[src/logic/block_pkg.sv]
package block_pkg;

  // --------------------
  // Widths and sizes
  // --------------------
  localparam int WORD_W   = 32;
  localparam int ADDR_W   = 9;   // 512 words, wraps
  localparam int COUNT_W  = 6;
  localparam int CHAN_W   = 2;
  localparam int NUM_CHAN = 4;

  typedef logic [WORD_W-1:0]  word_t;
  typedef logic [ADDR_W-1:0]  addr_t;
  typedef logic [COUNT_W-1:0] count_t;
  typedef logic [CHAN_W-1:0]  chan_t;

  // --------------------
  // State machines
  // --------------------
  typedef enum logic [2:0] {IDLE, LOAD, MEM_REQ, MEM_WAIT, DONE} mover_state_t;

  typedef enum logic [1:0] {ARB_IDLE, ARB_SERVE, ARB_RELEASE} arb_state_t;

endpackage

[src/logic/block_job_if.sv]
`timescale 1ns/1ps

interface block_job_if;
  logic              req;
  block_pkg::chan_t  chan;
  block_pkg::addr_t  addr;    // Start address
  block_pkg::count_t count;   // Words requested
  logic              ack;
  block_pkg::count_t sent;    // Words moved

  modport host
  (
    output req, chan, addr, count,
    input  ack, sent
  );

  modport mover
  (
    input  req, chan, addr, count,
    output ack, sent
  );

endinterface

[src/logic/chan_fifo_if.sv]
`timescale 1ns/1ps

interface chan_fifo_if;
  logic                           push;
  block_pkg::chan_t               push_chan;
  block_pkg::word_t               push_data;
  logic [block_pkg::NUM_CHAN-1:0] full;
  logic                           pop;
  block_pkg::chan_t               pop_chan;
  logic [block_pkg::NUM_CHAN-1:0] empty;
  block_pkg::word_t               pop_data;   // Head of pop_chan

  modport writer (output push, push_chan, push_data, input full);
  modport reader (output pop, pop_chan, input empty, pop_data);

  // Bank side of each half
  modport bank_wr (input push, push_chan, push_data, output full);
  modport bank_rd (input pop, pop_chan, output empty, pop_data);

endinterface

[src/logic/mem_port_if.sv]
`timescale 1ns/1ps

interface mem_port_if;
  logic             req;
  logic             we;
  block_pkg::addr_t addr;
  block_pkg::word_t wdata;
  logic             ack;
  block_pkg::word_t rdata;   // Valid with ack on a read

  modport requester
  (
    output req, we, addr, wdata,
    input  ack, rdata
  );

  modport arbiter
  (
    input  req, we, addr, wdata,
    output ack, rdata
  );

endinterface

[src/logic/drain_mover.sv]
`timescale 1ns/1ps

module drain_mover
(
  input  logic          CLK_n,
  input  logic          RST_MASTER,
  block_job_if.mover    job,
  mem_port_if.requester mem,
  chan_fifo_if.writer   dst
);

  block_pkg::mover_state_t state_q;
  block_pkg::chan_t        chan_q;
  block_pkg::addr_t        addr_q;
  block_pkg::count_t       count_q;
  block_pkg::count_t       sent_q;
  logic                    req_q;
  logic                    ack_q;
  logic                    finish;

  assign finish = (sent_q == count_q) || dst.full[chan_q];   // Done or no room

  // Read word goes straight into the channel on ack
  assign dst.push      = (state_q == block_pkg::MEM_REQ) && mem.ack;
  assign dst.push_chan = chan_q;
  assign dst.push_data = mem.rdata;

  assign mem.req   = req_q;
  assign mem.we    = 1'b0;
  assign mem.addr  = addr_q + block_pkg::addr_t'(sent_q);
  assign mem.wdata = '0;
  assign job.ack   = ack_q;
  assign job.sent  = sent_q;

  always_ff @(posedge CLK_n)
    if ((state_q == block_pkg::IDLE) && job.req)
    begin
      chan_q  <= job.chan;
      addr_q  <= job.addr;
      count_q <= job.count;
    end

  always_ff @(posedge CLK_n)
  begin
    if (!RST_MASTER)
    begin
      state_q <= block_pkg::IDLE;
      sent_q  <= '0;
      req_q   <= 1'b0;
      ack_q   <= 1'b0;
    end
    else
    begin
      case (state_q)
        block_pkg::IDLE:
          if (job.req)
          begin
            sent_q  <= '0;
            state_q <= block_pkg::LOAD;
          end
        block_pkg::LOAD:
          if (finish)
          begin
            ack_q   <= 1'b1;
            state_q <= block_pkg::DONE;
          end
          else
          begin
            req_q   <= 1'b1;
            state_q <= block_pkg::MEM_REQ;
          end
        block_pkg::MEM_REQ:
          if (mem.ack)
          begin
            req_q   <= 1'b0;
            sent_q  <= sent_q + 1'b1;
            state_q <= block_pkg::MEM_WAIT;
          end
        block_pkg::MEM_WAIT:
          if (!mem.ack)
            state_q <= block_pkg::LOAD;   // Four-phase closed
        block_pkg::DONE:
          if (!job.req)
          begin
            ack_q   <= 1'b0;
            state_q <= block_pkg::IDLE;
          end
        default:
          state_q <= block_pkg::IDLE;
      endcase
    end
  end

endmodule

[src/flat_wrapper.sv]
// flat-port wrapper written by rule: the top's interface ports become plain ports
module drain_mover_flat 
  (CLK_n, RST_MASTER, job_req, job_chan, job_addr, job_count, job_ack, job_sent, mem_req, mem_we, mem_addr, mem_wdata, mem_ack, mem_rdata, dst_push, dst_push_chan, dst_push_data, dst_full);
  block_job_if job_i ();
  mem_port_if mem_i ();
  chan_fifo_if dst_i ();
  input  logic CLK_n;
  input  logic RST_MASTER;
  input wire logic [$bits(job_i.req)-1:0] job_req;
  input wire logic [$bits(job_i.chan)-1:0] job_chan;
  input wire logic [$bits(job_i.addr)-1:0] job_addr;
  input wire logic [$bits(job_i.count)-1:0] job_count;
  output wire logic [$bits(job_i.ack)-1:0] job_ack;
  output wire logic [$bits(job_i.sent)-1:0] job_sent;
  output wire logic [$bits(mem_i.req)-1:0] mem_req;
  output wire logic [$bits(mem_i.we)-1:0] mem_we;
  output wire logic [$bits(mem_i.addr)-1:0] mem_addr;
  output wire logic [$bits(mem_i.wdata)-1:0] mem_wdata;
  input wire logic [$bits(mem_i.ack)-1:0] mem_ack;
  input wire logic [$bits(mem_i.rdata)-1:0] mem_rdata;
  output wire logic [$bits(dst_i.push)-1:0] dst_push;
  output wire logic [$bits(dst_i.push_chan)-1:0] dst_push_chan;
  output wire logic [$bits(dst_i.push_data)-1:0] dst_push_data;
  input wire logic [$bits(dst_i.full)-1:0] dst_full;
  assign job_i.req = job_req;
  assign job_i.chan = job_chan;
  assign job_i.addr = job_addr;
  assign job_i.count = job_count;
  assign job_ack = job_i.ack;
  assign job_sent = job_i.sent;
  assign mem_req = mem_i.req;
  assign mem_we = mem_i.we;
  assign mem_addr = mem_i.addr;
  assign mem_wdata = mem_i.wdata;
  assign mem_i.ack = mem_ack;
  assign mem_i.rdata = mem_rdata;
  assign dst_push = dst_i.push;
  assign dst_push_chan = dst_i.push_chan;
  assign dst_push_data = dst_i.push_data;
  assign dst_i.full = dst_full;
  drain_mover u_core (.CLK_n(CLK_n), .RST_MASTER(RST_MASTER), .job(job_i), .mem(mem_i), .dst(dst_i));
endmodule
[config.mk]
export PLATFORM = sky130hd
export DESIGN_NAME = drain_mover_flat
export DESIGN_NICKNAME = d
export VERILOG_FILES = /design/src/logic/block_pkg.sv /design/src/logic/block_job_if.sv /design/src/logic/chan_fifo_if.sv /design/src/logic/mem_port_if.sv /design/src/logic/drain_mover.sv /design/src/flat_wrapper.sv
export SDC_FILE = /design/constraint.sdc
export NUM_CORES = 1
export LEC_CHECK = 0
export ABC_AREA = 1
export BUFFER_PORTS_ARGS = -buffer_cell sky130_fd_sc_hd__buf_4
export CORE_MARGIN = 5
export CORE_UTILIZATION = 35
export CTS_BUF_LIST = sky130_fd_sc_hd__clkbuf_16
export CTS_CLUSTER_DIAMETER = 30
export DETAILED_ROUTE_END_ITERATION = 7
export PLACE_DENSITY_LB_ADDON = 0.25
export SKIP_LAST_GASP = 1
export SLEW_MARGIN = 20
export SYNTH_ARGS = -nofsm -noshare
export SYNTH_HDL_FRONTEND = slang
export SYNTH_SLANG_ARGS = --single-unit
[constraint.sdc]
create_clock -name CLK_n -period 2.3 [get_ports CLK_n]
set_clock_uncertainty 0.05 [all_clocks]
set_input_delay 0.115 -clock CLK_n [delete_from_list [all_inputs] [get_ports CLK_n]]
set_output_delay 0.115 -clock CLK_n [all_outputs]
set_load 0.01 [all_outputs]
Yosys cells after proc, flatten, opt, wreduce, memory -nomap -nowiden
Index checks and enable logic that the tools add are counted.

Add/sub/neg operators: 2. Equal/unequal tests: 11. Reductions and logical operators: 11. Magnitude comparators: 1. Muxes and demuxes: 17.

Operators with widths (number): 2-to-1 mux 3 bit (5); one-hot mux 3 bit (5 select lines) (1); 2-to-1 mux 6 bit (2); one-hot mux 6 bit (2 select lines) (1); != test 2 bit, second input constant (5); adder 9 x 6 -> 9 bit (1); AND reduction 3 bit (3); adder 6 x 1 -> 6 bit, second input constant (1); == test 3 x 2 -> 1 bit, second input constant (2); == test 6 bit (1); nonzero test 2 bit (3); 2-to-1 mux 1 bit (5); one-hot mux 1 bit (2 select lines) (2); AND reduction 4 bit (1); == test 3 x 1 -> 1 bit, second input constant (1); == test 3 bit, second input constant (1); logical NOT 3 bit (1); less-than comparator 2 x 3 -> 1 bit, second input constant (1); binary-select mux 1 bit (select 2 bit) (1); logical AND 1 bit (2); != test 2 x 1 -> 1 bit, second input constant (1); logical OR 1 bit (1).

Word-level logic and storage cells: 49. Flip-flop bits (word level): 28.

Depth between registers and ports, before layout
Gate-level depths: netlist of the first run.

Depth after elaboration: 5. Depth in mapped cells: 9. Mapped depth without buffers: 9.

Least setup slack after synthesis of the first run
No wires, ideal clock.

Kind: reg2out. Start: register u_core.sent_q[0], in the netlist u_core.job.sent[0]. End: output mem_addr[6]. Stages on the path, launching flop included: 8. Path slack: 0.376 ns. Arrival: 1.759 ns. Data required time: 2.135 ns. Cells stage by stage: dfxtp_1 > ha_1 > inv_1 > fa_1 > o21ai_2 > a21oi_1 > o21bai_2 > xor2_1.

Cells in the longest elaborated chain, start to end: 1.

RTL lines: start, declared (line drain_mover.sv:16) `block_pkg::count_t sent_q;`; start signal, assigned (line drain_mover.sv:76) `sent_q <= sent_q + 1'b1;`; adder 9 x 6 -> 9 bit (line drain_mover.sv:30) `assign mem.addr = addr_q + block_pkg::addr_t'(sent_q);`; end, declared (line flat_wrapper.sv:17) `output wire logic [$bits(mem_i.addr)-1:0] mem_addr;`.

Every way passes these cells.

Worst setup path after layout of the first run
Same ends and word-level chain as after synthesis.

==> reports/metrics.yaml, run 1 <==
p_leak_nw: 1.17
synth_top_area_share: 0.252
nNetsFinal: 346
crit_start: "u_core.job.sent[0]$_SDFFE_PN0P_"
clock_latency_ps: 260
synthTopCellsByCount: "65 x buf_4, 45 x nand2_1, 27 x inv_1"
critical_path_class: "flip-flop to output pin"
cts_tree: "done"
ff2ff_path_depth: 6
crit_fanout: 3
finalMaxSlewViolations: 0
crit_path_end_kind: "output pin"
synth.avg_cell_area_um2: 8.28
numCtsBuffers: 3
finalCritPeriodShare: 0.922
synthArstFlopShare: 0
setup_viol: 0
synth_seq_area_share: 0.360
area_growth_syn_to_layout_pct: 17.3
min_path_type: "primary input to flip-flop"
clockBufferDepth: 2
ir_drop_uv: 373
final_core_util: 0.427
syn_area_um2: 2030
yosysTopAreaCell: "edfxtp_1"
crit_end: "mem_addr[6]"
grt.total_usage: 0.106
wl_mm: 3.96
tns_ps: 0
finalHoldViolations: 0
arrival_ps: 1960
startpoint_type: "flip-flop"
cts_sinks: 28
synth_edf_count: 17
dr.pass1.iters: 4
start_util: 0.364
cpMaxStageDelayCell: "fa_1"
ys_seq_elements: 28
reg2reg_to: "u_core.addr_q[0]$_DFFE_PP_"
power_density_nw_per_um2: 678
first_iter_violations: 29
io_pins: 142
crit_family: "adder cells"
place_area_um2: 2100
fp-row-count: 27
period_needed_ps: 2120
synth.distinct_cells: 29
cpPeakStageDelay_ps: 410
critPathBufInv: 2
yosysMostFrequentCell: "buf_4"
grt_max_degree: 17
synthFlopType: "edfxtp_1"
cts-root-buf: "clkbuf_16"
grt_first_pass_wirelength_mm: 6.21
die_x_um: 86.1
clk_pin_slew_ps: 70
fmax_mhz: 471
fin_area_um2: 2380
worstPathRequired_ps: 2130
reg2reg_from: "u_core.state_q[0]$_SDFFE_PN0P_"
drc_errors: 0
ys_top_cells_by_area: "edfxtp_1 25%, buf_4 24%, dfxtp_1 11%"
antenna_cells: 0
grt_antenna_before_repair: 0
layout-drive-gt1-share: 0.254
route.vias.total: 1481
coreArea_um2: 5570
dp_hpwl_mm: 3.17
portBuffers: 44
outcome: "finished clean"
antenna_left: 0
synthCells: 245
ys_warn_count: 0
cts_htree_levels: 1
rsz0062_at_grt: "no"
maxCapViolCount: 0
die_area_um2: 7420
cp.depth: 8
place_congestion: 0.842
num-fill-cells: 558
grt_pass1_vias: 1387
overflow: 0
wl_per_cell_um: 11.3
r2r_slack_ps: 820
fp.dieH_um: 86.1
viasPerCell: 4.21
path_cells: "ha_1 -> inv_1 -> fa_1 -> o21ai_2 -> a21oi_1 -> o21bai_2 -> xor2_1 -> buf_4"
## logic make-up (layout without fill, tap and decap cells)
| family | Yosys count | in the layout | share of synthesized area |
|---|---|---|---|
| buf+inv | 100 | 103 | 0.305 |
| simple gates | 74 | 74 | 0.163 |
| flops | 28 | 28 | 0.360 |
| compound gates | 26 | 26 | 0.0820 |
| fa+ha+maj | 8 | 8 | 0.0530 |
| xor+xnor | 8 | 8 | 0.0345 |
| other cells | 1 | 33 | 0.00185 |
## worst min-delay path, cell delays in order
cell	delay, ps
buf_4	100
nand2_1	50
inv_1	40
## worst min-delay path by stage
stage          depth (start not counted)                             end  slack (ps)     startpoint
3_3_place_gp                           0               dst_push_data[13]         180  mem_rdata[13]
3_5_place_dp                           0               dst_push_data[13]         180  mem_rdata[13]
4_1_cts                                3  u_core.state_q[1]$_SDFFE_PN0P_          20     RST_MASTER
2_1_floorplan                          2     u_core.mem.req$_SDFFE_PN0P_         160     RST_MASTER
6_report                               3  u_core.state_q[1]$_SDFFE_PN0P_          20     RST_MASTER
5_1_grt                                3     u_core.mem.req$_SDFFE_PN0P_          40     RST_MASTER
## registers in the layout, summed over array words and instances (netlist names)
name,cells
u_core.mem.req,1
u_core.job.ack,1
u_core.count_q,6
u_core.job.sent,6
u_core.state_q,3
u_core.addr_q,9
u_core.dst.push_chan,2
## power breakdown
| part | internal (W) | switching, W | total (W) | leakage (nW) |
|---|---|---|---|---|
| logic | 0.000186 | 0.000254 | 0.000440 | 0.871 |
| registers | 0.000617 | 0.0000418 | 0.000659 | 0.251 |
| clock network | 0.000347 | 0.000168 | 0.000515 | 0.0511 |
| total | 0.00115 | 0.000463 | 0.00161 | 1.17 |
## per-stage QoR
| step | worst slack, ps | hold slack [ps] | std cells | total power, W |
|---|---|---|---|---|
| after floorplan | 376 | 163 | 277 | 0.00103 |
| after global placement | 458 | 180 | 331 | 0.00109 |
| after detailed placement | 421 | 180 | 331 | 0.00109 |
| after global routing | 19.1 | 43.1 | 352 | 0.00172 |
| final | 179 | 18.5 | 352 | 0.00161 |
| after CTS | 125 | 18.4 | 352 | 0.00163 |
## cells in the final DEF (no fill, tap or decap), types with 3 or more instances in the layout
| master | count |
|---|---|
| a21oi_1 | 12 |
| buf_4 | 47 |
| clkbuf_16 | 3 |
| conb_1 | 33 |
| dfxtp_1 | 11 |
| dlygate4sd3_1 | 17 |
| edfxtp_1 | 17 |
| ha_1 | 7 |
| inv_1 | 27 |
| inv_2 | 8 |
| nand2_1 | 45 |
| nand2_2 | 3 |
| nand3_1 | 8 |
| nand3_2 | 3 |
| nand4_1 | 3 |
| nor2_1 | 10 |
| o21ai_0 | 5 |
| xor2_1 | 7 |
## cell type report
cell class | count | area, µm² | share of cell area
multi-input cells | 149 | 800 | 0.336
flip-flops and latches | 28 | 731 | 0.307
repair buffers | 64 | 523 | 0.220
inverters | 35 | 131 | 0.0552
well taps | 72 | 90.1 | 0.0379
clock buffers | 3 | 75.1 | 0.0315
clock inverters | 1 | 30.0 | 0.0126
## routing by layer
metal | track usage | up-vias | wire, µm
met4 | 0.0734 | 0 | 201
met5 | 0 | - | 0
met2 | 0.179 | 48 | 1950
met1 | 0.117 | 650 | 1570
li1 | - | 750 | -
met3 | 0.0240 | 33 | 246
## timing repair
| item | CTS | global route |
|---|---|---|
| gates resized for setup | 0 | 0 |
| hold buffers | 17 | 0 |
| buffers inserted | 0 | 0 |
| hold endpoints to repair | 17 | 0 |
| endpoints found under the setup margin | 0 | 1 |
Power figures use the tool's default switching activity.
==> run 2, diff against run 1 <==
--- a/config.mk
+++ b/config.mk
@@ -9,7 +9,7 @@
 export BUFFER_PORTS_ARGS = -buffer_cell sky130_fd_sc_hd__buf_4
 export CORE_MARGIN = 5
 export CORE_UTILIZATION = 35
-export CTS_BUF_LIST = sky130_fd_sc_hd__clkbuf_16
+export CTS_BUF_LIST = sky130_fd_sc_hd__clkbuf_2 sky130_fd_sc_hd__clkbuf_4 sky130_fd_sc_hd__clkbuf_8
 export CTS_CLUSTER_DIAMETER = 30
 export DETAILED_ROUTE_END_ITERATION = 7
 export PLACE_DENSITY_LB_ADDON = 0.25
==> reports/metrics.yaml, run 2 (synthesis gave the netlist of run 1 again) <==
critical_path_class: "flip-flop to output pin"
layout-drive-gt1-share: 0.256
p_total_w: 0.00149
mostFrequentLayoutCells: "48 x buf_4, 45 x nand2_1, 33 x conb_1, 27 x inv_1"
route.vias.total: 1463
crit_start: "u_core.job.sent[0]$_SDFFE_PN0P_"
grt_max_degree: 17
fp-row-count: 27
cpPeakStageDelay_ps: 410
fmax_mhz: 467
wl_mm: 3.93
fp.dieH_um: 86.1
final_core_util: 0.422
start_util: 0.364
place_congestion: 0.842
antenna_cells: 0
grt_antenna_before_repair: 0
arrival_ps: 1970
path_cells: "ha_1 -> inv_1 -> fa_1 -> o21ai_2 -> a21oi_1 -> o21bai_2 -> xor2_1 -> buf_4"
cts_sinks: 28
ff2ff_path_depth: 6
r2r_slack_ps: 830
final_common_cell: "buf_4"
clk_pin_slew_ps: 100
viasPerCell: 4.14
finalMaxSlewViolations: 0
cpMaxStageDelayCell: "fa_1"
ir_drop_uv: 353
coreArea_um2: 5570
reg2reg_from: "u_core.state_q[0]$_SDFFE_PN0P_"
cts_resized: 0
crit_path_end_kind: "output pin"
clockBufferDepth: 2
grt_first_pass_wirelength_mm: 6.15
portBuffers: 44
grt_pass1_vias: 1387
antenna_left: 0
drc_errors: 0
largest_register_ffs: 9
dr.pass1.iters: 4
cts_htree_levels: 1
min_path_type: "primary input to flip-flop"
cts-root-buf: "clkbuf_8"
p_leak_nw: 1.16
wl_per_cell_um: 11.1
finalCritPeriodShare: 0.930
reg2reg_to: "u_core.count_q[4]$_DFFE_PP_"
largest_register: "u_core.addr_q"
die_x_um: 86.1
power_density_nw_per_um2: 632
outcome: "finished clean"
grt.total_usage: 0.103
crit_end: "mem_addr[6]"
overflow: 0
finalHoldViolations: 0
maxCapViolCount: 0
first_iter_violations: 31
crit_fanout: 3
startpoint_type: "flip-flop"
period_needed_ps: 2140
dp_hpwl_mm: 3.17
worstPathRequired_ps: 2130
clock_latency_ps: 280
num-fill-cells: 566
numCtsBuffers: 3
die_area_um2: 7420
setup_viol: 0
nNetsFinal: 347
tns_ps: 0
cts_tree: "done"
area_growth_syn_to_layout_pct: 16.0
io_pins: 142
rsz0062_at_grt: "no"
-- run 2: per-layer routing --
metal / up-vias / track usage / wire (µm)
met5: - / 0 / 0
met4: 0 / 0.0647 / 182
met3: 32 / 0.0211 / 255
met2: 49 / 0.179 / 1930
met1: 631 / 0.115 / 1570
li1: 751 / - / -
-- run 2: stage by stage --
step / worst slack [ps] / area [µm²] / cells / hold WS (ps)
2_1_floorplan: 376 / 2150 / 277 / 163
5_1_grt: 12.6 / 2350 / 353 / 21.5
6_report: 161 / 2350 / 353 / 1.21
3_3_place_gp: 458 / 2100 / 331 / 180
4_1_cts: 97.0 / 2350 / 352 / 0.0720
3_5_place_dp: 421 / 2100 / 331 / 180
-- run 2: how the worst min path moves through the flow --
stage | start | endpoint | depth (start not counted)
2_1_floorplan | RST_MASTER | u_core.mem.req$_SDFFE_PN0P_ | 2
3_3_place_gp | mem_rdata[13] | dst_push_data[13] | 0
3_5_place_dp | mem_rdata[13] | dst_push_data[13] | 0
4_1_cts | RST_MASTER | u_core.state_q[1]$_SDFFE_PN0P_ | 3
5_1_grt | RST_MASTER | u_core.mem.req$_SDFFE_PN0P_ | 3
6_report | RST_MASTER | u_core.state_q[1]$_SDFFE_PN0P_ | 3
-- run 2: report_power, final --
part / switching, W / leakage, nW / internal, W
registers: 0.0000414 / 0.251 / 0.000616
logic: 0.000253 / 0.876 / 0.000187
clock network: 0.000158 / 0.0357 / 0.000233
-- run 2: what timing repair did --
item                                   CTS  global route
endpoints found under the hold margin   17             0
hold buffers                            17             0
setup endpoints to repair                0             2
setup buffers                            0             1
-- run 2: layout make-up --
class	count	area (µm²)	area share
well taps	72	90.1	0.0383
flip-flops and latches	28	731	0.310
clock inverters	1	30.0	0.0128
inverters	35	131	0.0558
multi-input cells	149	800	0.340
repair buffers	65	531	0.225
clock buffers	3	41.3	0.0175
-- run 2: worst max-delay path, delay by kind of cell (launching register included) --
kind / cells / cell delay [ps]
DFF: 1 / 350
xor gates and xnor gates: 1 / 150
AOI/OAI and AO/OA: 3 / 420
buffers and inverters: 2 / 210
adders and majority gates: 2 / 570
==> run 3, diff against run 2 <==
==> constraint.sdc (replaced) <==
create_clock -name CLK_n -period 2.3 [get_ports CLK_n]
set_clock_uncertainty 0.05 [all_clocks]
set_input_delay 0.46 -clock CLK_n [delete_from_list [all_inputs] [get_ports CLK_n]]
set_output_delay 0.46 -clock CLK_n [all_outputs]
set_load 0.01 [all_outputs]
==> reports/metrics.yaml, run 3 (synthesis gave the netlist of run 1 again) <==
outcome: "finished, violations left"
violations: "negative setup slack"
die_x_um: 86.1
viasPerCell: 4.28
fin_hold_ws_ps: 308
period_needed_ps: 2390
layout-drive-gt1-share: 0.332
grt_antenna_before_repair: 0
cts-root-buf: "clkbuf_8"
area_growth_syn_to_layout_pct: 11.9
antenna_left: 0
fp.dieH_um: 86.1
grt_max_degree: 16
overflow: 0
p_leak_nw: 1.12
largest_register_ffs: 9
dr.pass1.iters: 4
wl_mm: 3.95
io_pins: 142
clk_pin_slew_ps: 90
crit_path_end_kind: "output pin"
route.vias.total: 1469
arrival_ps: 1880
cts_htree_levels: 1
start_util: 0.364
cts_sinks: 28
dp_hpwl_mm: 3.25
numCtsBuffers: 3
switching_share: 0.321
drc_errors: 0
portBuffers: 44
intPower_w: 0.000930
fp-row-count: 27
fmax_mhz: 419
crit_fanout: 3
fin_ws_ps: -87.9
finalHoldViolations: 0
ir_drop_uv: 307
p_switching_w: 0.000439
finalCritPeriodShare: 1.04
wl_per_cell_um: 11.5
clock_latency_ps: 270
power.share.clock: 0.203
nNetsFinal: 337
antenna_cells: 0
cts_tree: "done"
maxCapViolCount: 0
pwr-share-comb: 0.313
dpl_worst_slack_ps: 53.3
final_common_cell: "buf_4"
clockBufferDepth: 2
rsz0062_at_grt: "yes"
grt_first_pass_wirelength_mm: 6.18
grt_pass1_vias: 1375
mostFrequentLayoutCells: "54 x buf_4, 44 x nand2_1, 33 x conb_1, 26 x inv_1, 17 x edfxtp_1"
setup_viol: 3
finalMaxSlewViolations: 0
power_frac_seq: 0.483
power_density_nw_per_um2: 603
largest_register: "u_core.addr_q"
first_iter_violations: 23
coreArea_um2: 5570
die_area_um2: 7420
num-fill-cells: 585
startpoint_type: "flip-flop"
min_path_type: "primary input to flip-flop"
grt.total_usage: 0.105
place_congestion: 0.848
critical_path_class: "flip-flop to output pin"
worstPathRequired_ps: 1790
==> run 3: changes by cell type in the layout (fill, tap and decap cells not counted), sizes merged <==
cell,before,now
dlygate4sd3,17,0
buf,48,55
bufinv,1,0
clkbuf,3,4
==> run 3: what timing repair did <==
| action | 4_1_cts | 5_1_grt |
|---|---|---|
| endpoints found under the setup margin | 5 | 5 |
| hold buffers | 0 | 0 |
| gates cloned | 0 | 0 |
| buffers inserted | 5 | 1 |
| gates resized for setup | 9 | 6 |
| pin swaps | 1 | 1 |
==> run 3: per-stage QoR <==
stage                     area [µm²]  setup TNS, ps   util  power, W  instances
after floorplan                 2150              0      -   0.00103        277
after global placement          2130              0  0.382   0.00108        334
after detailed placement        2130              0  0.382   0.00109        334
after CTS                       2250           -331  0.404   0.00138        343
after global routing            2270           -727  0.407   0.00147        343
final                           2270           -226  0.407   0.00137        343
==> run 3: cell type report <==
| type | instances | area [µm²] | share of cell area |
|---|---|---|---|
| sequential | 28 | 733 | 0.323 |
| timing repair buffer | 55 | 417 | 0.183 |
| multi-input combinational | 149 | 851 | 0.375 |
| tap | 72 | 90.1 | 0.0397 |
| inverter | 35 | 131 | 0.0579 |
| clock buffer | 4 | 48.8 | 0.0215 |
==> run 3: critical path, cell delays in order (launching register included) <==
cell and delay (ps):
edfxtp_1 340, ha_2 180, inv_2 50, fa_2 360, o21ai_4 170, nand4_1 90, o21ai_1 110, xor2_1 170
buf_4 140
==> run 3: routing by layer <==
metal,up-vias,global-route usage,wire length [µm],share of wire
met1,655,0.116,1590,0.40
met4,0,0.0777,203,0.051
met3,33,0.0240,267,0.068
li1,733,-,-,-
met2,48,0.176,1890,0.48
met5,-,0,0,0
==> run 3: worst paths after layout <==
check / endpoint / cells past startpoint / slack (ps) / from
max: mem_addr[8] / 8 / -90 / u_core.addr_q[0]$_DFFE_PP_
min: u_core.count_q[5]$_DFFE_PP_ / 1 / 310 / job_count[5]
max reg2reg: u_core.count_q[4]$_DFFE_PP_ / 6 / 830 / u_core.state_q[0]$_SDFFE_PN0P_
min reg2reg: u_core.job.ack$_SDFFE_PN0P_ / 2 / 420 / u_core.job.ack$_SDFFE_PN0P_
==> run 3: power by group through the flow <==
stage | clock network (W) | registers, W | logic, W
3_5_place_dp | 0 | 0.000669 | 0.000418
5_1_grt | 0.000314 | 0.000672 | 0.000481
3_3_place_gp | 0 | 0.000669 | 0.000416
4_1_cts | 0.000294 | 0.000660 | 0.000429
6_report | 0.000278 | 0.000662 | 0.000429
2_1_floorplan | 0 | 0.000670 | 0.000356
